===== config.mk =====
export PLATFORM = sky130hd
export DESIGN_NAME = mips_load_align
export DESIGN_NICKNAME = d
export VERILOG_FILES = /design/src/source/mips_pkg.sv /design/src/source/mips_load_align.sv
export VERILOG_INCLUDE_DIRS = /design/src /design/src/source
export SDC_FILE = /design/constraint.sdc
export NUM_CORES = 1
export LEC_CHECK = 0
export BUFFER_PORTS_ARGS = -buffer_cell sky130_fd_sc_hd__buf_2
export CORE_UTILIZATION = 33
export DETAILED_ROUTE_END_ITERATION = 10
export GPL_TIMING_DRIVEN = 1
export PLACE_DENSITY = 0.9
export SETUP_SLACK_MARGIN = 0.05
export SYNTH_ARGS = -nofsm -noshare
export SYNTH_HDL_FRONTEND = slang
export SYNTH_SLANG_ARGS = --single-unit

===== constraint.sdc =====
create_clock -name vclk -period 1.8
set_input_delay 0.18 -clock vclk [all_inputs]
set_output_delay 0.18 -clock vclk [all_outputs]
set_load 0.01 [all_outputs]

===== src/source/mips_defines.svh =====
`ifndef MIPS_DEFINES_SVH
`define MIPS_DEFINES_SVH

// first fetch after reset
`define MIPS_RESET_VECTOR 32'hBFC0_0000
// next-address value that stops the core
`define MIPS_HALT_ADDR 32'h0000_0000
// constant link target of jal, bltzal and bgezal
`define MIPS_LINK_REG 5'd31

// primary opcodes
`define MIPS_OP_SPECIAL 6'h00
`define MIPS_OP_REGIMM 6'h01
`define MIPS_OP_J 6'h02
`define MIPS_OP_JAL 6'h03
`define MIPS_OP_BEQ 6'h04
`define MIPS_OP_BNE 6'h05
`define MIPS_OP_BLEZ 6'h06
`define MIPS_OP_BGTZ 6'h07
`define MIPS_OP_ADDI 6'h08
`define MIPS_OP_ADDIU 6'h09
`define MIPS_OP_SLTI 6'h0A
`define MIPS_OP_SLTIU 6'h0B
`define MIPS_OP_ANDI 6'h0C
`define MIPS_OP_ORI 6'h0D
`define MIPS_OP_XORI 6'h0E
`define MIPS_OP_LUI 6'h0F
`define MIPS_OP_LB 6'h20
`define MIPS_OP_LH 6'h21
`define MIPS_OP_LW 6'h23
`define MIPS_OP_LBU 6'h24
`define MIPS_OP_LHU 6'h25
`define MIPS_OP_SB 6'h28
`define MIPS_OP_SH 6'h29
`define MIPS_OP_SW 6'h2B

// funct codes of the SPECIAL opcode
`define MIPS_FN_SLL 6'h00
`define MIPS_FN_SRL 6'h02
`define MIPS_FN_SRA 6'h03
`define MIPS_FN_SLLV 6'h04
`define MIPS_FN_SRLV 6'h06
`define MIPS_FN_SRAV 6'h07
`define MIPS_FN_JR 6'h08
`define MIPS_FN_JALR 6'h09
`define MIPS_FN_MFHI 6'h10
`define MIPS_FN_MTHI 6'h11
`define MIPS_FN_MFLO 6'h12
`define MIPS_FN_MTLO 6'h13
`define MIPS_FN_MULT 6'h18
`define MIPS_FN_MULTU 6'h19
`define MIPS_FN_ADD 6'h20
`define MIPS_FN_ADDU 6'h21
`define MIPS_FN_SUB 6'h22
`define MIPS_FN_SUBU 6'h23
`define MIPS_FN_AND 6'h24
`define MIPS_FN_OR 6'h25
`define MIPS_FN_XOR 6'h26
`define MIPS_FN_NOR 6'h27
`define MIPS_FN_SLT 6'h2A
`define MIPS_FN_SLTU 6'h2B

// rt codes of the REGIMM branches
`define MIPS_RT_BLTZ 5'h00
`define MIPS_RT_BGEZ 5'h01
`define MIPS_RT_BLTZAL 5'h10
`define MIPS_RT_BGEZAL 5'h11

`endif


===== src/source/mips_pkg.sv =====
`default_nettype none

package mips_pkg;

    // data or address word
    typedef logic [31:0] word_t;

    // register number
    typedef logic [4:0] reg_index_t;

    // multicycle core: one fetch cycle, one execute cycle
    typedef enum logic {
        st_fetch,
        st_exec
    } cpu_state_t;

    // R-type view of an instruction word
    // immediate and jump target are taken as slices of the raw word
    typedef struct packed {
        logic [5:0] opcode;
        reg_index_t rs;
        reg_index_t rt;
        reg_index_t rd;
        logic [4:0] shamt;
        logic [5:0] funct;
    } instr_fields_t;

    typedef struct packed {
        word_t result;
        word_t hi;
        word_t lo;
        word_t eff_addr;
        logic  branch_taken;
    } alu_out_t;

endpackage

`default_nettype wire


===== src/source/mips_load_align.sv =====
`default_nettype none
`include "mips_defines.svh"

module mips_load_align import mips_pkg::*; (
    input  instr_fields_t instr,
    input  word_t         eff_addr,
    input  word_t         mem_word,
    output word_t         load_word
);

    logic [7:0]  byte_val;
    logic [15:0] half_val;

    // big-endian, lane 0 is the top byte
    always_comb begin
        case (eff_addr[1:0])
            2'd0:    byte_val = mem_word[31:24];
            2'd1:    byte_val = mem_word[23:16];
            2'd2:    byte_val = mem_word[15:8];
            default: byte_val = mem_word[7:0];
        endcase
    end

    assign half_val = eff_addr[1] ? mem_word[15:0] : mem_word[31:16];

    always_comb begin
        case (instr.opcode)
            `MIPS_OP_LB:  load_word = {{24{byte_val[7]}}, byte_val};
            `MIPS_OP_LBU: load_word = {24'h0, byte_val};
            `MIPS_OP_LH:  load_word = {{16{half_val[15]}}, half_val};
            `MIPS_OP_LHU: load_word = {16'h0, half_val};
            // lw takes the whole word
            default:      load_word = mem_word;
        endcase
    end

endmodule

`default_nettype wire


==> reports/qor.yml <==
synthesis:
  post_synth_inst_count: 142
  synth_cell_types: 28
  avgSynthCellArea_um2: 6.67
  yosysSeqAreaShare_pct: 0
  syn_area_um2: 947
  synth_nets: 238
  yosys_warnings: 0
finish:
  seqCellArea_um2: 0
  final_cell_mix: "buf_2, nand2_1, nand3_1, buf_6"
  clkbuf_count: 0
  diodes: 0
  num-nets-final: 311
  final_common_cell: "buf_2"
  final_util_pct: 57.5
  layout-drive-gt1-share_pct: 58.7
  seq_cell_count: 0
  areaGrowthSynthToFinish_pct: 66.1
sta:
  rsz0062_at_grt: "yes"
  worst_pin_slew_ns: 0.324
  max_slew_margin_pct: 78.4
  slew_violations: 0
  hold_viol: 0
  period_share_pct: 98.2
  fmax_mhz: 566
  finalSetupViolCount: 0
  period_minus_slack_ns: 1.77
power:
  power_frac_seq_pct: 0
  powerDensity_nw_per_um2: 234
  swShare_pct: 50.0
  p_int_mw: 0.184
  clockPowerShare_pct: 0
  comb_power_share_pct: 100.0
  fin_total_pwr_mw: 0.368
  p_sw_mw: 0.184
  p_leak_nw: 0.819
  peakVddDrop_uv: 124
global_route:
  grt_max_degree: 25
  grtUsageTotal_pct: 18.9
  grt-ovfl-total: 0
  antenna_found_initial: 0
  grt_pass1_wl_um: 4980
  first_global_vias: 1089
worst_setup_path:
  critPathArrivalTime_ns: 1.59
  critPathLaunchType: "input pin"
  crit_type: "input pin to primary output"
  cpMaxStageDelayCell: "or4b_4"
  path_cells: "buf_6 -> or4b_4 -> buf_8 -> nor2_8 -> nand2_8 -> nand4_1 -> buf_2"
  cp_max_fo: 24
  critPathRequiredTime_ns: 1.62
  critPathMaxStageDelay_ns: 0.53
  end_kind: "primary output"
run_status:
  outcome: "completed"
floorplanning:
  dieArea_um2: 3090
  core_area_um2: 2730
  die_h_um: 55.6
  ios: 128
  start_util_pct: 34.6
  die_x_um: 55.6
  rows: 19
hold_path:
  hold_path_class: "input pin to primary output"
place:
  place.gp.congestion: 0.846
  port_buffers: 72
  place_hpwl_um: 2360
routing:
  m1WireLength_um: 1590
  drt-total-wl_um: 3630
  wl_met3_um: 229
  drt-pass1-iter-count: 4
  drc: 0
  top_layer: "met4"
  wl_met2_um: 1790
  viasPerCell: 5.57
  wl_per_cell_um: 14.9
  drt_iter0_drc: 94
  vias: 1360
  ant_nets: 0
flow_run:
  max-cap-violations: 0
[worst paths after layout]
check                   start  cells after the start             to  slack [ns]
setup / recovery    instr[27]                      7  load_word[10]        0.03
hold / removal    mem_word[1]                      3   load_word[1]        0.67
[cell type report]
type | instances | area [um2]
Fill cell | 247 | 1160
Tap cell | 31 | 38.8
Timing Repair Buffer | 85 | 611
Multi-Input combinational cell | 128 | 923
[synth_stat cells (2+ instances only)]
cell type / instances / share of area, %
nand2_1: 29 / 11
mux2i_1: 2 / 2.1
clkbuf_1: 3 / 1.2
buf_1: 2 / 0.79
mux2_2: 12 / 14
o21a_1: 6 / 4.8
nand3_2: 10 / 11
buf_2: 5 / 2.6
nand4_1: 8 / 5.3
buf_6: 5 / 5.9
nand3_1: 24 / 13
a21oi_1: 7 / 3.7
o22ai_1: 7 / 4.6
o21ai_0: 6 / 3.2
nand2b_1: 3 / 2.0
[repair_timing]
item / CTS / global route
buffers inserted: 0 / 2
gates resized for setup: 4 / 30
gates cloned: 0 / 3
hold buffers: 0 / 0
pin swaps: 0 / 12
endpoints found under the setup margin: 23 / 31
[routing by layer]
layer	global-route usage (%)	vias to the layer above
li1	-	670
met1	27.7	617
met3	3.02	2
met5	0	-
met2	30.5	71
met4	1.07	0
[power by group through the flow]
stage | Combinational (mW) | Clock (mW) | Sequential [mW]
floorplan | 0.175 | 0 | 0
global placement | 0.306 | 0 | 0
detailed placement | 0.309 | 0 | 0
CTS | 0.313 | 0 | 0
global route | 0.398 | 0 | 0
finish | 0.368 | 0 | 0
[kinds of logic after synthesis]
family	Yosys count	synth area share, %
AOI/OAI and AO/OA	29	18.5
muxes	15	18.8
and+or+nand+nor	83	52.2
buffers and inverters	15	10.6
[per-stage QoR]
step	setup slack (ns)	hold WS [ns]	TNS [ns]	instance area, um2	std cells
2_1_floorplan	0.292	0.483	0	947	142
3_3_place_gp	-0.00866	0.674	-0.0475	1340	239
3_5_place_dp	-0.0218	0.683	-0.0971	1340	239
4_1_cts	0.0185	0.683	0	1350	239
5_1_grt	-0.0552	0.696	-0.143	1570	244
6_report	0.0326	0.673	0	1570	244
[critical path: cells and delay by family]
family | cells | cell delay (ns)
and+or+nand+nor | 4 | 1.01
buffers and inverters | 3 | 0.39
(Power assumes the default switching activity.)
