--- config.mk ---
export PLATFORM = sky130hd
export DESIGN_NAME = mips_regfile
export DESIGN_NICKNAME = d
export VERILOG_FILES = /design/src/source/mips_defines.svh /design/src/source/mips_pkg.sv /design/src/source/mips_regfile.sv
export SDC_FILE = /design/constraint.sdc
export NUM_CORES = 2
export LEC_CHECK = 0
export CAP_MARGIN = 20
export CORE_MARGIN = 2
export CORE_UTILIZATION = 27
export CTS_CLUSTER_DIAMETER = 150
export DETAILED_ROUTE_END_ITERATION = 10
export DONT_BUFFER_PORTS = 1
export PLACE_DENSITY = 0.46
export SLEW_MARGIN = 20
export SYNTH_ARGS = -nofsm -noshare
export SYNTH_HDL_FRONTEND = slang
export SYNTH_SLANG_ARGS = --single-unit
export TNS_END_PERCENT = 5
--- constraint.sdc ---
create_clock -name clk -period 6 [get_ports clk]
set_input_delay 0.6 -clock clk [delete_from_list [all_inputs] [get_ports clk]]
set_output_delay 0.6 -clock clk [all_outputs]
set_load 0.03 [all_outputs]
--- src/source/mips_defines.svh ---
`ifndef MIPS_DEFINES_SVH
`define MIPS_DEFINES_SVH

// first fetch after reset
`define MIPS_RESET_VECTOR 32'hBFC0_0000
// next-address value that stops the core
`define MIPS_HALT_ADDR 32'h0000_0000
// constant link target of jal, bltzal and bgezal
`define MIPS_LINK_REG 5'd31

// primary opcodes
`define MIPS_OP_SPECIAL 6'h00
`define MIPS_OP_REGIMM 6'h01
`define MIPS_OP_J 6'h02
`define MIPS_OP_JAL 6'h03
`define MIPS_OP_BEQ 6'h04
`define MIPS_OP_BNE 6'h05
`define MIPS_OP_BLEZ 6'h06
`define MIPS_OP_BGTZ 6'h07
`define MIPS_OP_ADDI 6'h08
`define MIPS_OP_ADDIU 6'h09
`define MIPS_OP_SLTI 6'h0A
`define MIPS_OP_SLTIU 6'h0B
`define MIPS_OP_ANDI 6'h0C
`define MIPS_OP_ORI 6'h0D
`define MIPS_OP_XORI 6'h0E
`define MIPS_OP_LUI 6'h0F
`define MIPS_OP_LB 6'h20
`define MIPS_OP_LH 6'h21
`define MIPS_OP_LW 6'h23
`define MIPS_OP_LBU 6'h24
`define MIPS_OP_LHU 6'h25
`define MIPS_OP_SB 6'h28
`define MIPS_OP_SH 6'h29
`define MIPS_OP_SW 6'h2B

// funct codes of the SPECIAL opcode
`define MIPS_FN_SLL 6'h00
`define MIPS_FN_SRL 6'h02
`define MIPS_FN_SRA 6'h03
`define MIPS_FN_SLLV 6'h04
`define MIPS_FN_SRLV 6'h06
`define MIPS_FN_SRAV 6'h07
`define MIPS_FN_JR 6'h08
`define MIPS_FN_JALR 6'h09
`define MIPS_FN_MFHI 6'h10
`define MIPS_FN_MTHI 6'h11
`define MIPS_FN_MFLO 6'h12
`define MIPS_FN_MTLO 6'h13
`define MIPS_FN_MULT 6'h18
`define MIPS_FN_MULTU 6'h19
`define MIPS_FN_ADD 6'h20
`define MIPS_FN_ADDU 6'h21
`define MIPS_FN_SUB 6'h22
`define MIPS_FN_SUBU 6'h23
`define MIPS_FN_AND 6'h24
`define MIPS_FN_OR 6'h25
`define MIPS_FN_XOR 6'h26
`define MIPS_FN_NOR 6'h27
`define MIPS_FN_SLT 6'h2A
`define MIPS_FN_SLTU 6'h2B

// rt codes of the REGIMM branches
`define MIPS_RT_BLTZ 5'h00
`define MIPS_RT_BGEZ 5'h01
`define MIPS_RT_BLTZAL 5'h10
`define MIPS_RT_BGEZAL 5'h11

`endif

--- src/source/mips_pkg.sv ---
`default_nettype none

package mips_pkg;

    // data or address word
    typedef logic [31:0] word_t;

    // register number
    typedef logic [4:0] reg_index_t;

    // multicycle core: one fetch cycle, one execute cycle
    typedef enum logic {
        st_fetch,
        st_exec
    } cpu_state_t;

    // R-type view of an instruction word
    // immediate and jump target are taken as slices of the raw word
    typedef struct packed {
        logic [5:0] opcode;
        reg_index_t rs;
        reg_index_t rt;
        reg_index_t rd;
        logic [4:0] shamt;
        logic [5:0] funct;
    } instr_fields_t;

    typedef struct packed {
        word_t result;
        word_t hi;
        word_t lo;
        word_t eff_addr;
        logic  branch_taken;
    } alu_out_t;

endpackage

`default_nettype wire

--- src/source/mips_regfile.sv ---
`default_nettype none

module mips_regfile import mips_pkg::*; (
    input  logic       clk,
    input  logic       reset,
    input  logic       clk_enable,
    input  reg_index_t rd_index_a,
    input  reg_index_t rd_index_b,
    output word_t      rd_data_a,
    output word_t      rd_data_b,
    input  logic       wr_enable,
    input  reg_index_t wr_index,
    input  word_t      wr_data,
    output word_t      register_v0
);

    word_t regs [32];

    always_ff @(posedge clk) begin
        if (clk_enable) begin
            if (reset) begin
                for (int i = 0; i < 32; i++) begin
                    regs[i] <= '0;
                end
            end else if (wr_enable && wr_index != 5'd0) begin
                regs[wr_index] <= wr_data;
            end
        end
    end

    // $zero reads as zero whatever the array holds
    assign rd_data_a = (rd_index_a == 5'd0) ? '0 : regs[rd_index_a];
    assign rd_data_b = (rd_index_b == 5'd0) ? '0 : regs[rd_index_b];

    assign register_v0 = regs[2];

endmodule

`default_nettype wire

==> impl_metrics.tcl <==
set metrics [dict create \
    synth.most_common_cell "edfxtp_1" \
    postCtsHoldBufs 0 \
    worst_ep_arrival_time_ns 3.69 \
    drtIter0Drc 3731 \
    wl_per_cell_um 32.6 \
    syn_area_per_cell_um2 14.9 \
    grt_usage_pct 19.6 \
    fin_tns_setup_ns 0 \
    peakVddDrop_mv 0.227 \
    power_switching_mw 4.28 \
    maxSlewViolCount 40 \
    multi_input_area_um2 22900 \
    fmax_ghz 0.233 \
    yosys.area.top_type "edfxtp_1" \
    htree_levels 3 \
    drive_gt1_share_pct 23.5 \
    synth_warnings 0 \
    tightest_slew_ns 1.57 \
    p_per_area_nw_per_um2 283 \
    dp.cells 6111 \
    via_per_inst 5.22 \
    synth_top_family_by_area "multiplexers" \
    violations "max-slew violations" \
    dr.pass1.iters 5 \
    synthCells 3671 \
    status "finished, violations left" \
    rsz0062_at_grt "no" \
    pwr-share-clk_pct 41.5 \
    synthSimpleGateAreaFrac_pct 13.3 \
    setup-violations-final 0 \
    largest_reg_flops 1024 \
    numCtsBuffers 110 \
    synthAdderAreaFrac_pct 0 \
    grt_overflow 0 \
    startpoint_type "input pin" \
    ctsResizeCount 0 \
    critical_path_class "input pin to primary output" \
    first_global_vias 33416 \
    relSlewSlack_pct -4.82 \
    clk_pin_slew_ns 0.06 \
    min_period_over_period_pct 71.5 \
    num_vias 33014 \
    synthXorXnorAreaFrac_pct 0 \
    syn_to_final_growth_pct 13.3 \
    tritoncts "yes" \
    power_leakage_nw 19.1 \
    syn_area_um2 54700 \
    synthFlopType "edfxtp_1" \
    ios 147 \
    yosys.area.top_type_share_pct 56.2 \
    power_frac_seq_pct 48.4 \
    p_int_mw 13.3 \
    die_h_um 454 \
    row_count 165 \
    cts-root-buf "clkbuf_16" \
    cap_violations 0 \
    hold_violations 0 \
    die_area_um2 206000 \
    drt-total-wl_um 206000 \
    netSwitchingFraction_pct 24.4 \
    synth.area.mux_share_pct 22.1 \
    end_kind "primary output" \
    antenna_found_initial 16 \
    seq_area_um2 30700 \
    layout_min_cycle_time_ns 4.29 \
    core_um2 202000 \
    place.gp.congestion 0.819 \
    drcViolationCount 0 \
    synth_seq_cells 1024 \
    grt_max_degree 322 \
    die_x_um 454 \
    synth_common_cells "edfxtp_1 (1024), and2_1 (1010), mux4_2 (406)" \
    nets 3602 \
    post_cts_buffers 0 \
    grt_first_pass_wirelength_um 284000 \
    crit_fanout 321 \
    synth-async-reset-ratio_pct 0 \
    top_regs "regs x1024" \
    fillCellCount 19634 \
    required_ns 5.40 \
    synth_compound_area_share_pct 4.78 \
    synth_edf_count 1024 \
    clk_path_buf_depth 3 \
    power_frac_comb_pct 10.1 \
    ant_nets 0 \
    holdCritPathClass "input pin to flip-flop" \
    final_cells 6319 \
    ys_types 50 \
    dp_hpwl_um 121000 \
    netlist_top_cells_area "edfxtp_1 (56%), mux4_2 (17%), and2_1 (12%), mux2i_1 (4.6%), clkbuf_1 (1.9%)" \
    port_buffers 0 \
    ys_seq_area_share_pct 56.2 \
    cts_num_sinks 1024 \
    largest_register "regs" \
    start_util_pct 27.1 \
]
[critical path, cell delays in order]
cell    delay [ns]
or3_1         0.98
nor2_4        0.57
buf_4         0.44
nor3_1        0.20
buf_4         0.21
[cell type report]
class / count / area share, %
inverters: 2 / 0.0121
multi-input cells: 2276 / 37.0
repair buffers: 137 / 1.91
clock buffers: 132 / 4.68
clock inverters: 74 / 1.37
diodes: 2 / 0.00807
well taps: 2672 / 5.39
flip-flops and latches: 1024 / 49.6
[power by group through the flow]
| stage | Sequential [mW] | Combinational [mW] | Clock (mW) |
|---|---|---|---|
| after floorplan | 8.56 | 1.32 | 0 |
| after global placement | 8.65 | 1.75 | 0 |
| after detailed placement | 8.65 | 1.75 | 0 |
| after CTS | 8.50 | 1.76 | 7.40 |
| after global routing | 8.54 | 1.81 | 7.63 |
| final | 8.50 | 1.77 | 7.28 |
[placed cells by master, fill, tap and decap left out, types with 7 or more instances in the layout]
master     Yosys  final
nor2_4         0     34
nor4_2         0      9
nor3_2         0      9
bufinv_16      0     19
buf_4         42    125
a211oi_1      53     49
clkbuf_16      0    113
and2_1      1010   1008
a2111oi_0     25     20
o32ai_1       15     15
a31oi_1        7      7
nand2_1       14     11
conb_1         1     32
edfxtp_1    1024   1024
clkinv_2       0     24
nor3_1        48     39
o22ai_1       46     46
a22oi_1       66     66
mux4_2       406    406
clkinv_1       1     23
o21ai_4        0     31
mux2i_1      252    252
o221ai_1      26     26
a21oi_1       28     28
clkbuf_1     272     19
mux2_2        40     40
a22o_1        49     49
nor2b_1       46     42
[cell families (layout without fill, tap and decap cells)]
family,after synthesis,in the layout
AND/OR/NAND/NOR,1190,1190
flip-flops,1024,1024
multiplexers,698,698
buffers and inverters,402,345
AO/OA/AOI/OAI,356,356
other,1,34
[metal layers]
layer,global-route usage [%],vias up,part of all wire [%]
met1,25.6,17616,41
met5,0,-,0
met4,7.17,0,3.8
met2,33.6,1246,50
li1,-,13871,-
met3,2.11,281,5.3
[worst paths after layout]
check,depth (start not counted),endpoint,start,slack [ns]
max,5,rd_data_a[27],rd_index_a[2],1.71
min,1,regs[29][13]$_SDFFCE_PN0P_,wr_data[13],0.05
[stage by stage]
| stage | util [%] | hold slack, ns | power [mW] | setup slack, ns | cell area, um2 |
|---|---|---|---|---|---|
| final | 30.7 | 0.0519 | 17.6 | 1.71 | 62000 |
| after global routing | 30.7 | 0.0377 | 18.0 | 1.98 | 62000 |
| after CTS | 30.7 | 0.00133 | 17.7 | 1.97 | 62000 |
| after detailed placement | 28.9 | 0.803 | 10.4 | 2.13 | 58200 |
| after global placement | 28.8 | 0.801 | 10.4 | 1.98 | 58000 |
| after floorplan | - | 0.798 | 9.88 | 1.91 | 54800 |
No activity file was read; power rests on OpenSTA's default activity.
