==> config.mk <==
export PLATFORM = sky130hd
export DESIGN_NAME = mips_store_align
export DESIGN_NICKNAME = d
export VERILOG_FILES = /design/src/source/mips_pkg.sv /design/src/source/mips_store_align.sv
export VERILOG_INCLUDE_DIRS = /design/src /design/src/source
export SDC_FILE = /design/constraint.sdc
export NUM_CORES = 1
export LEC_CHECK = 0
export ABC_AREA = 1
export BUFFER_PORTS_ARGS = -buffer_cell sky130_fd_sc_hd__clkbuf_2
export CAP_MARGIN = 0
export CORE_ASPECT_RATIO = 1.4
export CORE_UTILIZATION = 42
export DETAILED_ROUTE_END_ITERATION = 7
export PLACE_DENSITY = 0.88
export SETUP_SLACK_MARGIN = 0.3
export SLEW_MARGIN = 20
export SYNTH_ARGS = -nofsm -noshare
export SYNTH_HDL_FRONTEND = slang
export SYNTH_SLANG_ARGS = --single-unit
==> constraint.sdc <==
create_clock -name vclk -period 1.3
set_input_delay 0.195 -clock vclk [all_inputs]
set_output_delay 0.195 -clock vclk [all_outputs]
set_load 0.05 [all_outputs]
==> src/source/mips_defines.svh <==
`ifndef MIPS_DEFINES_SVH
`define MIPS_DEFINES_SVH

// first fetch after reset
`define MIPS_RESET_VECTOR 32'hBFC0_0000
// next-address value that stops the core
`define MIPS_HALT_ADDR 32'h0000_0000
// constant link target of jal, bltzal and bgezal
`define MIPS_LINK_REG 5'd31

// primary opcodes
`define MIPS_OP_SPECIAL 6'h00
`define MIPS_OP_REGIMM 6'h01
`define MIPS_OP_J 6'h02
`define MIPS_OP_JAL 6'h03
`define MIPS_OP_BEQ 6'h04
`define MIPS_OP_BNE 6'h05
`define MIPS_OP_BLEZ 6'h06
`define MIPS_OP_BGTZ 6'h07
`define MIPS_OP_ADDI 6'h08
`define MIPS_OP_ADDIU 6'h09
`define MIPS_OP_SLTI 6'h0A
`define MIPS_OP_SLTIU 6'h0B
`define MIPS_OP_ANDI 6'h0C
`define MIPS_OP_ORI 6'h0D
`define MIPS_OP_XORI 6'h0E
`define MIPS_OP_LUI 6'h0F
`define MIPS_OP_LB 6'h20
`define MIPS_OP_LH 6'h21
`define MIPS_OP_LW 6'h23
`define MIPS_OP_LBU 6'h24
`define MIPS_OP_LHU 6'h25
`define MIPS_OP_SB 6'h28
`define MIPS_OP_SH 6'h29
`define MIPS_OP_SW 6'h2B

// funct codes of the SPECIAL opcode
`define MIPS_FN_SLL 6'h00
`define MIPS_FN_SRL 6'h02
`define MIPS_FN_SRA 6'h03
`define MIPS_FN_SLLV 6'h04
`define MIPS_FN_SRLV 6'h06
`define MIPS_FN_SRAV 6'h07
`define MIPS_FN_JR 6'h08
`define MIPS_FN_JALR 6'h09
`define MIPS_FN_MFHI 6'h10
`define MIPS_FN_MTHI 6'h11
`define MIPS_FN_MFLO 6'h12
`define MIPS_FN_MTLO 6'h13
`define MIPS_FN_MULT 6'h18
`define MIPS_FN_MULTU 6'h19
`define MIPS_FN_ADD 6'h20
`define MIPS_FN_ADDU 6'h21
`define MIPS_FN_SUB 6'h22
`define MIPS_FN_SUBU 6'h23
`define MIPS_FN_AND 6'h24
`define MIPS_FN_OR 6'h25
`define MIPS_FN_XOR 6'h26
`define MIPS_FN_NOR 6'h27
`define MIPS_FN_SLT 6'h2A
`define MIPS_FN_SLTU 6'h2B

// rt codes of the REGIMM branches
`define MIPS_RT_BLTZ 5'h00
`define MIPS_RT_BGEZ 5'h01
`define MIPS_RT_BLTZAL 5'h10
`define MIPS_RT_BGEZAL 5'h11

`endif

==> src/source/mips_pkg.sv <==
`default_nettype none

package mips_pkg;

    // data or address word
    typedef logic [31:0] word_t;

    // register number
    typedef logic [4:0] reg_index_t;

    // multicycle core: one fetch cycle, one execute cycle
    typedef enum logic {
        st_fetch,
        st_exec
    } cpu_state_t;

    // R-type view of an instruction word
    // immediate and jump target are taken as slices of the raw word
    typedef struct packed {
        logic [5:0] opcode;
        reg_index_t rs;
        reg_index_t rt;
        reg_index_t rd;
        logic [4:0] shamt;
        logic [5:0] funct;
    } instr_fields_t;

    typedef struct packed {
        word_t result;
        word_t hi;
        word_t lo;
        word_t eff_addr;
        logic  branch_taken;
    } alu_out_t;

endpackage

`default_nettype wire

==> src/source/mips_store_align.sv <==
`default_nettype none
`include "mips_defines.svh"

module mips_store_align import mips_pkg::*; (
    input  instr_fields_t instr,
    input  word_t         eff_addr,
    input  word_t         reg_word,
    input  word_t         mem_word,
    output word_t         store_word
);

    // partial stores patch one lane of the word read during fetch
    always_comb begin
        store_word = mem_word;
        case (instr.opcode)
            `MIPS_OP_SB: begin
                case (eff_addr[1:0])
                    2'd0:    store_word[31:24] = reg_word[7:0];
                    2'd1:    store_word[23:16] = reg_word[7:0];
                    2'd2:    store_word[15:8] = reg_word[7:0];
                    default: store_word[7:0] = reg_word[7:0];
                endcase
            end
            `MIPS_OP_SH: begin
                if (eff_addr[1]) begin
                    store_word[15:0] = reg_word[15:0];
                end else begin
                    store_word[31:16] = reg_word[15:0];
                end
            end
            default: store_word = reg_word;
        endcase
    end

endmodule

`default_nettype wire

==> results.cfg, run 1 <==
[outcome]
status = aborted with a tool error
stop_stage = 4_1_cts
tool.error = [ERROR DPL-0033] detailed placement checks failed during check placement.

[cts]
post_cts_buffers = 7
cts_resized = 104
hold_buffers = 0

[logic_synthesis]
yosys-top-cells-count = nand2_1 (168), nand3_1 (88), inv_1 (61)
yosys.area.top_type_share = 0.370
avgSynthCellArea_um2 = 4.31
synth.largest_area_cell = nand2_1
synthCells = 396
yosys_warnings = 0
synth_area_um2 = 1710
ys_types = 15
yosys-top-cells-area = nand2_1 (37%), nand3_1 (26%), inv_1 (13%)
seq_area_frac_synth = 0
synth.most_common_cell = nand2_1
syn_nets = 524

[floorplanning]
die_x_um = 55.9
die_h_um = 77.4
initial_core_util = 0.435
pin_count = 160
core.rowCount = 27

[placement]
portBuffers = 104
dp_cells = 555
place_congestion = 0.925
place_hpwl_um = 5840
through the flow:
| stage | area [um2] | hold WS, ns | setup slack (ns) | utilization | TNS [ns] |
|---|---|---|---|---|---|
| 2_1_floorplan | 2310 | 0.602 | 0.179 | - | 0 |
| 3_3_place_gp | 3150 | 0.781 | -0.216 | 0.804 | -4.98 |
| 3_5_place_dp | 3150 | 0.790 | -0.259 | 0.804 | -6.06 |
logic make-up after synthesis:
family,count (synthesis),share of synthesized area
and+or+nand+nor,286,0.704
AOI/OAI and AO/OA,24,0.0704
buffers and inverters,86,0.226
==> inputs of run 2 (changes only) <==
--- a/config.mk
+++ b/config.mk
@@ -9,11 +9,9 @@
 export ABC_AREA = 1
 export BUFFER_PORTS_ARGS = -buffer_cell sky130_fd_sc_hd__clkbuf_2
 export CAP_MARGIN = 0
-export CORE_ASPECT_RATIO = 1.4
-export CORE_UTILIZATION = 42
+export CORE_UTILIZATION = 40
 export DETAILED_ROUTE_END_ITERATION = 7
-export PLACE_DENSITY = 0.88
-export SETUP_SLACK_MARGIN = 0.3
+export PLACE_DENSITY_LB_ADDON = 0.15
 export SLEW_MARGIN = 20
 export SYNTH_ARGS = -nofsm -noshare
 export SYNTH_HDL_FRONTEND = slang
==> results.cfg, run 2 <==
[floorplanning]
die_area_um2 = 4530
core_um2 = 4060
initial_core_util = 0.420
die_h_um = 67.3
die_x_um = 67.3
pin_count = 160
core.rowCount = 23

[critical_path]
required_ns = 1.11
path_delay_family = simple AND/OR/NAND/NOR gates
critical_path_class = in -> out
cpPeakStageDelay_ns = 0.25
cp.arrival_ns = 1.26
crit_fanout = 15
crit_slowest_cell = nor2_4
critPathLaunch = instr[28]
worst_path_most_repeated_cell = buf_8
cp_num_buf_inv = 4
startpoint_type = input pin
crit_path_end_kind = output port
crit_chain = buf_8, inv_2, nand2_2, nor2_4, clkbuf_16, nand3_1, nand3_2, buf_8

[sta]
min_period_over_period = 1.12
slew_headroom = 0.815
drv_slew = 0
worst_slack_ns = -0.158
finalHoldViolCount = 0
fmaxAchievable_mhz = 686
worstMarginPinSlew_ns = 0.274
setup_viol = 32
grt_setup_unrepaired = yes
hold_ws_ns = 0.734
fin_crit_ns = 1.46

[logic_synthesis]
ys_types = 15
synth_area_um2 = 1710
avgSynthCellArea_um2 = 4.31
synth.most_common_cell = nand2_1
yosys_warnings = 0
synth.largest_area_cell = nand2_1
synthCells = 396
yosys-top-cells-count = nand2_1 (168), nand3_1 (88), inv_1 (61)
yosys.area.top_type_share = 0.370
syn_nets = 524
yosys-top-cells-area = nand2_1 (37%), nand3_1 (26%), inv_1 (13%)
seq_area_frac_synth = 0

[grt]
grt_use_total = 0.285
grt_pass1_wl_um = 10500
antenna_found_initial = 0
grt_pass1_vias = 2473
grt_max_degree = 33
overflow = 0

[hold_path]
hold_path_class = in -> out
hp-start = reg_word[23]

[route]
route.detailed.drc = 0
wl_um = 8040
drt-wirelength-per-cell_um = 14.5
drtIter0Drc = 468
via_per_inst = 5.45
vias = 3027
dr.pass1.iters = 6
ant_nets = 0

[placement]
place_congestion = 0.917
place_hpwl_um = 4770
portBuffers = 104

[pwr]
p_seq_frac = 0
p_switching_w = 0.000713
max-vdd-ir-drop_v = 0.000222
power.leakage_nw = 1.97
comb_power_share = 1.000
sw_frac_of_total = 0.586
powerDensity_nw_per_um2 = 372
p_clk_frac = 0
p_int_w = 0.000503

[outcome]
status = finished, violations left
violations = negative setup slack

[cells_and_area]
nFillCells = 281
fin_util = 0.804
insertedDiodeCount = 0
n_clock_buffer = 0
seq_cell_count = 0
drive_gt1_frac = 0.410
area_delta_synth_final_pct = 91.3
layout.nets = 635
final-seq-area_um2 = 0
layout_common_cells = nand2_1 (148), clkbuf_2 (68), inv_1 (58), nand3_1 (48), nand3_2 (35)
multi_input_area_um2 = 1690
final_common_cell = nand2_1

[cts]
hold_buffers = 0

[run]
max_cap_viol_count = 0
[run 2: cell counts after synthesis]
No cell type changed its count.
[run 2: metal layers]
metal	GRT usage	wire length [um]	vias up	share of wire
li1	-	-	1441	-
met1	0.379	3190	1305	0.40
met2	0.503	3630	236	0.45
met3	0.0186	877	45	0.11
met4	0.0505	338	0	0.042
met5	0	0	-	0
[run 2: metrics by stage]
step           total power [W]  TNS, ns  worst slack (ns)  instance area [um2]  instances
3_5_place_dp          0.000985    -5.93            -0.250                 2680        551
2_1_floorplan         0.000614        0            0.0864                 1860        396
6_report               0.00122    -4.05            -0.158                 3260        555
4_1_cts                0.00107    -1.71           -0.0756                 2900        551
5_1_grt                0.00129    -4.93            -0.195                 3260        555
3_3_place_gp          0.000975    -5.65            -0.226                 2680        551
[run 2: kinds of logic after synthesis]
| group | after synthesis | synth area share |
|---|---|---|
| AND/OR/NAND/NOR | 286 | 0.704 |
| buffers and inverters | 86 | 0.226 |
| AO/OA/AOI/OAI | 24 | 0.0704 |
[run 2: worst paths after layout]
kind | endpoint | slack [ns] | cells past startpoint
max | store_word[18] | -0.16 | 8
min | store_word[23] | 0.73 | 4
[run 2: layout make-up]
cell class | instances | share of cell area
well taps | 50 | 0.0192
repair buffers | 132 | 0.389
inverters | 63 | 0.0732
multi-input cells | 310 | 0.519
[run 2: power groups by stage]
| stage | logic [W] | clock network, W | registers [W] |
|---|---|---|---|
| 3_5_place_dp | 0.000985 | 0 | 0 |
| 5_1_grt | 0.00129 | 0 | 0 |
| 6_report | 0.00122 | 0 | 0 |
| 4_1_cts | 0.00107 | 0 | 0 |
| 2_1_floorplan | 0.000614 | 0 | 0 |
| 3_3_place_gp | 0.000975 | 0 | 0 |
[run 2: timing repair]
item / CTS / global route
gates cloned: 0 / 4
resized for setup: 53 / 89
pin swaps: 0 / 14
setup endpoints to repair: 32 / 32
setup buffers: 0 / 0
Note: power is estimated with default switching activity, not from simulation.
==> inputs of run 3 (changes only) <==
--- a/config.mk
+++ b/config.mk
@@ -9,7 +9,7 @@
 export ABC_AREA = 1
 export BUFFER_PORTS_ARGS = -buffer_cell sky130_fd_sc_hd__clkbuf_2
 export CAP_MARGIN = 0
-export CORE_UTILIZATION = 40
+export CORE_UTILIZATION = 39
 export DETAILED_ROUTE_END_ITERATION = 7
 export PLACE_DENSITY_LB_ADDON = 0.15
 export SLEW_MARGIN = 20
==> constraint.sdc (replaced) <==
create_clock -name vclk -period 1.5
set_input_delay 0.225 -clock vclk [all_inputs]
set_output_delay 0.225 -clock vclk [all_outputs]
set_load 0.05 [all_outputs]
==> results.cfg, run 3 (same netlist as run 2, synthesis figures left out) <==
[critical_path]
startpoint_type = input pin
crit_fanout = 8
cp.arrival_ns = 1.27
required_ns = 1.27
critical_path_class = in -> out
crit_path_end_kind = output port

[sta]
finalHoldViolCount = 0
worstMarginPinSlew_ns = 0.243
min_period_over_period = 0.995
worst_slack_ns = 0.00701
fmaxAchievable_mhz = 670
fin_crit_ns = 1.49
grt_setup_unrepaired = yes
setup_viol = 0
drv_slew = 0
hold_ws_ns = 0.801
slew_headroom = 0.838
fin_setup_tns_ns = 0

[placement]
place_congestion = 0.862
portBuffers = 104
dp_cells = 547
place_hpwl_um = 4550
pre_cts_ws_ns = -0.0833

[cells_and_area]
insertedDiodeCount = 0
final_common_cell = nand2_1
seq_cell_count = 0
drive_gt1_frac = 0.370
layout.nets = 630
n_clock_buffer = 0
layout_common_cells = nand2_1 (147), clkbuf_2 (68), inv_1 (60), nand3_1 (60)
fin_util = 0.749
final_cells = 550
area_delta_synth_final_pct = 79.5
final-seq-area_um2 = 0

[route]
ant_nets = 0
route.detailed.drc = 0
via_per_inst = 5.23
wl_um = 7130
vias = 2874
drt-wirelength-per-cell_um = 13.0
dr.pass1.iters = 5
drtIter0Drc = 266

[run]
max_cap_viol_count = 0

[floorplanning]
core.rowCount = 23
die_area_um2 = 4640
die_x_um = 68.1
die_h_um = 68.1
pin_count = 160
core_um2 = 4090
initial_core_util = 0.417

[hold_path]
min_path_cells = 4
hp-start = reg_word[30]
hold_end = store_word[30]
hold_path_class = in -> out

[outcome]
status = finished clean

[grt]
overflow = 0
gr-usage-met2 = 0.434
grt_util_met3 = 0.0133
grt_pass1_wl_um = 9800
grt_max_degree = 33
grt.met1_usage = 0.386
grt_use_total = 0.265
grt_pass1_vias = 2228
antenna_found_initial = 0
top_usage_layer = met2

[pwr]
max-vdd-ir-drop_v = 0.000225
power.leakage_nw = 1.91
powerDensity_nw_per_um2 = 318

[cts]
hold_buffers = 0
==> run 3: how the worst max path moves through the flow <==
| stage | end | slack, ns | start |
|---|---|---|---|
| global placement | store_word[20] | -0.06 | eff_addr[1] |
| global route | store_word[9] | -0.05 | instr[30] |
| floorplan | store_word[18] | 0.1 | instr[30] |
| detailed placement | store_word[21] | -0.08 | eff_addr[1] |
| finish | store_word[2] | 0.007 | instr[31] |
| CTS | store_word[21] | -0.05 | eff_addr[1] |
==> run 3: routing by layer <==
metal  share of wire  up-vias
li1                -     1427
met1            0.43     1258
met2            0.46      178
met3           0.096       11
met4           0.012        0
met5               0        -
==> run 3: timing repair <==
item	CTS	global route
buffers inserted	0	0
setup endpoints to repair	23	32
gates resized for setup	13	147
pin swaps	0	10
cloned	0	3
==> run 3: through the flow <==
stage          power, W  cell area [um2]
6_report       0.000974             3060
5_1_grt         0.00105             3060
4_1_cts        0.000834             2540
3_5_place_dp   0.000819             2510
3_3_place_gp   0.000812             2510
2_1_floorplan  0.000507             1710
==> run 3: area by class of cell <==
type,count,area (um2)
Inverter,63,239
Fill cell,339,1030
Multi-Input combinational cell,310,1630
Tap cell,50,62.6
Timing Repair Buffer,127,1130
==> run 3: critical path: stages <==
cell and delay, ns:
clkbuf_2 0.09, nand2_2 0.07, inv_2 0.06, nand2_2 0.06
nor2_4 0.23, clkbuf_16 0.25, nand2_4 0.05, nand3_2 0.07
buf_8 0.15
==> run 3: where the power goes <==
group / switching (W) / internal [W]
logic: 0.000579 / 0.000395
clock network: 0 / 0
registers: 0 / 0
total: 0.000579 / 0.000395
==> inputs of run 4 (changes only) <==
--- a/config.mk
+++ b/config.mk
@@ -9,6 +9,7 @@
 export ABC_AREA = 1
 export BUFFER_PORTS_ARGS = -buffer_cell sky130_fd_sc_hd__clkbuf_2
 export CAP_MARGIN = 0
+export CORE_MARGIN = 2
 export CORE_UTILIZATION = 39
 export DETAILED_ROUTE_END_ITERATION = 7
 export PLACE_DENSITY_LB_ADDON = 0.15
==> results.cfg, run 4 (same netlist as run 2, synthesis figures left out) <==
[critical_path]
critPathLaunch = eff_addr[0]
required_ns = 1.27
critical_path_class = in -> out
cp.arrival_ns = 1.23
crit_path_end_kind = output port
crit_fanout = 10
startpoint_type = input pin

[sta]
drv_slew = 0
min_period_over_period = 0.970
fmaxAchievable_mhz = 687
setup_viol = 0
slew_headroom = 0.865
finalHoldViolCount = 0
worstMarginPinSlew_ns = 0.201
grt_setup_unrepaired = yes
hold_ws_ns = 0.799
fin_setup_tns_ns = 0
fin_crit_ns = 1.45

[route]
dr.pass1.iters = 5
ant_nets = 0
via_per_inst = 4.93
drtIter0Drc = 198
wl_um = 6360
drt-wirelength-per-cell_um = 11.5
vias = 2719
route.detailed.drc = 0

[cells_and_area]
area_delta_synth_final_pct = 59.4
final-seq-area_um2 = 0
n_clock_buffer = 0
final_common_cell = nand2_1
layout.nets = 629
drive_gt1_frac = 0.285
insertedDiodeCount = 0
nFillCells = 441
layout_common_cells = nand2_1 (163), nand3_1 (85), clkbuf_2 (70), inv_1 (61)
seq_cell_count = 0
finalInstanceArea_um2 = 2720
multi_input_area_um2 = 1360

[run]
max_cap_viol_count = 0

[grt]
grt_use_total = 0.242
antenna_found_initial = 0
overflow = 0
grt_pass1_wl_um = 10400
grt_max_degree = 33
grt_pass1_vias = 2424

[cts]
post_cts_buffers = 0
hold_buffers = 0

[floorplanning]
pin_count = 160
core.rowCount = 24
die_area_um2 = 4920
core_um2 = 4290
initial_core_util = 0.397
die_h_um = 70.1
die_x_um = 70.1

[pwr]
powerDensity_nw_per_um2 = 328
power.leakage_nw = 1.69
max-vdd-ir-drop_v = 0.000171

[outcome]
status = finished clean

[placement]
place_hpwl_um = 4610
portBuffers = 104
place_congestion = 0.864
dpl-instance-area_um2 = 2540

[hold_path]
hold_path_class = in -> out
hp-start = reg_word[25]
[run 4: layout make-up]
type	count	area share
multi-input cells	310	0.499
well taps	52	0.0239
repair buffers	126	0.390
inverters	63	0.0870
[run 4: critical path: stages]
cell and delay, ns:
clkbuf_4 0.18, inv_2 0.10, buf_4 0.16, nand3_1 0.09, nand2_1 0.10, inv_1 0.05
nand2_1 0.05, nand3_1 0.11, buf_12 0.18
[run 4: repair_timing]
action | in CTS | in global routing
endpoints found under the setup margin | 25 | 31
cloned | 0 | 2
gates resized for setup | 1 | 87
[run 4: routing by layer]
| metal | part of all wire | global-route usage |
|---|---|---|
| met2 | 0.44 | 0.403 |
| met4 | 0.0099 | 0.0470 |
| met1 | 0.47 | 0.343 |
| met5 | 0 | 0 |
| met3 | 0.080 | 0.0173 |
[run 4: path summary, 6_finish.rpt]
path | cells past startpoint | end | slack [ns]
worst min-delay path | 4 | store_word[25] | 0.80
worst max-delay path | 9 | store_word[14] | 0.05
[run 4: stage by stage]
step,total power (W),utilization,setup slack [ns],instances
final,0.000891,0.633,0.0450,551
after global routing,0.000967,0.633,-0.0282,551
after CTS,0.000832,0.592,-0.0641,549
after detailed placement,0.000828,0.591,-0.0825,549
after global placement,0.000821,0.591,-0.0716,549
after floorplan,0.000507,-,0.0982,396
[run 4: where the power goes]
group | switching (W) | internal (W) | total [W] | leakage [nW]
sequential | 0 | 0 | 0 | 0
clock | 0 | 0 | 0 | 0
combinational | 0.000532 | 0.000359 | 0.000891 | 1.69
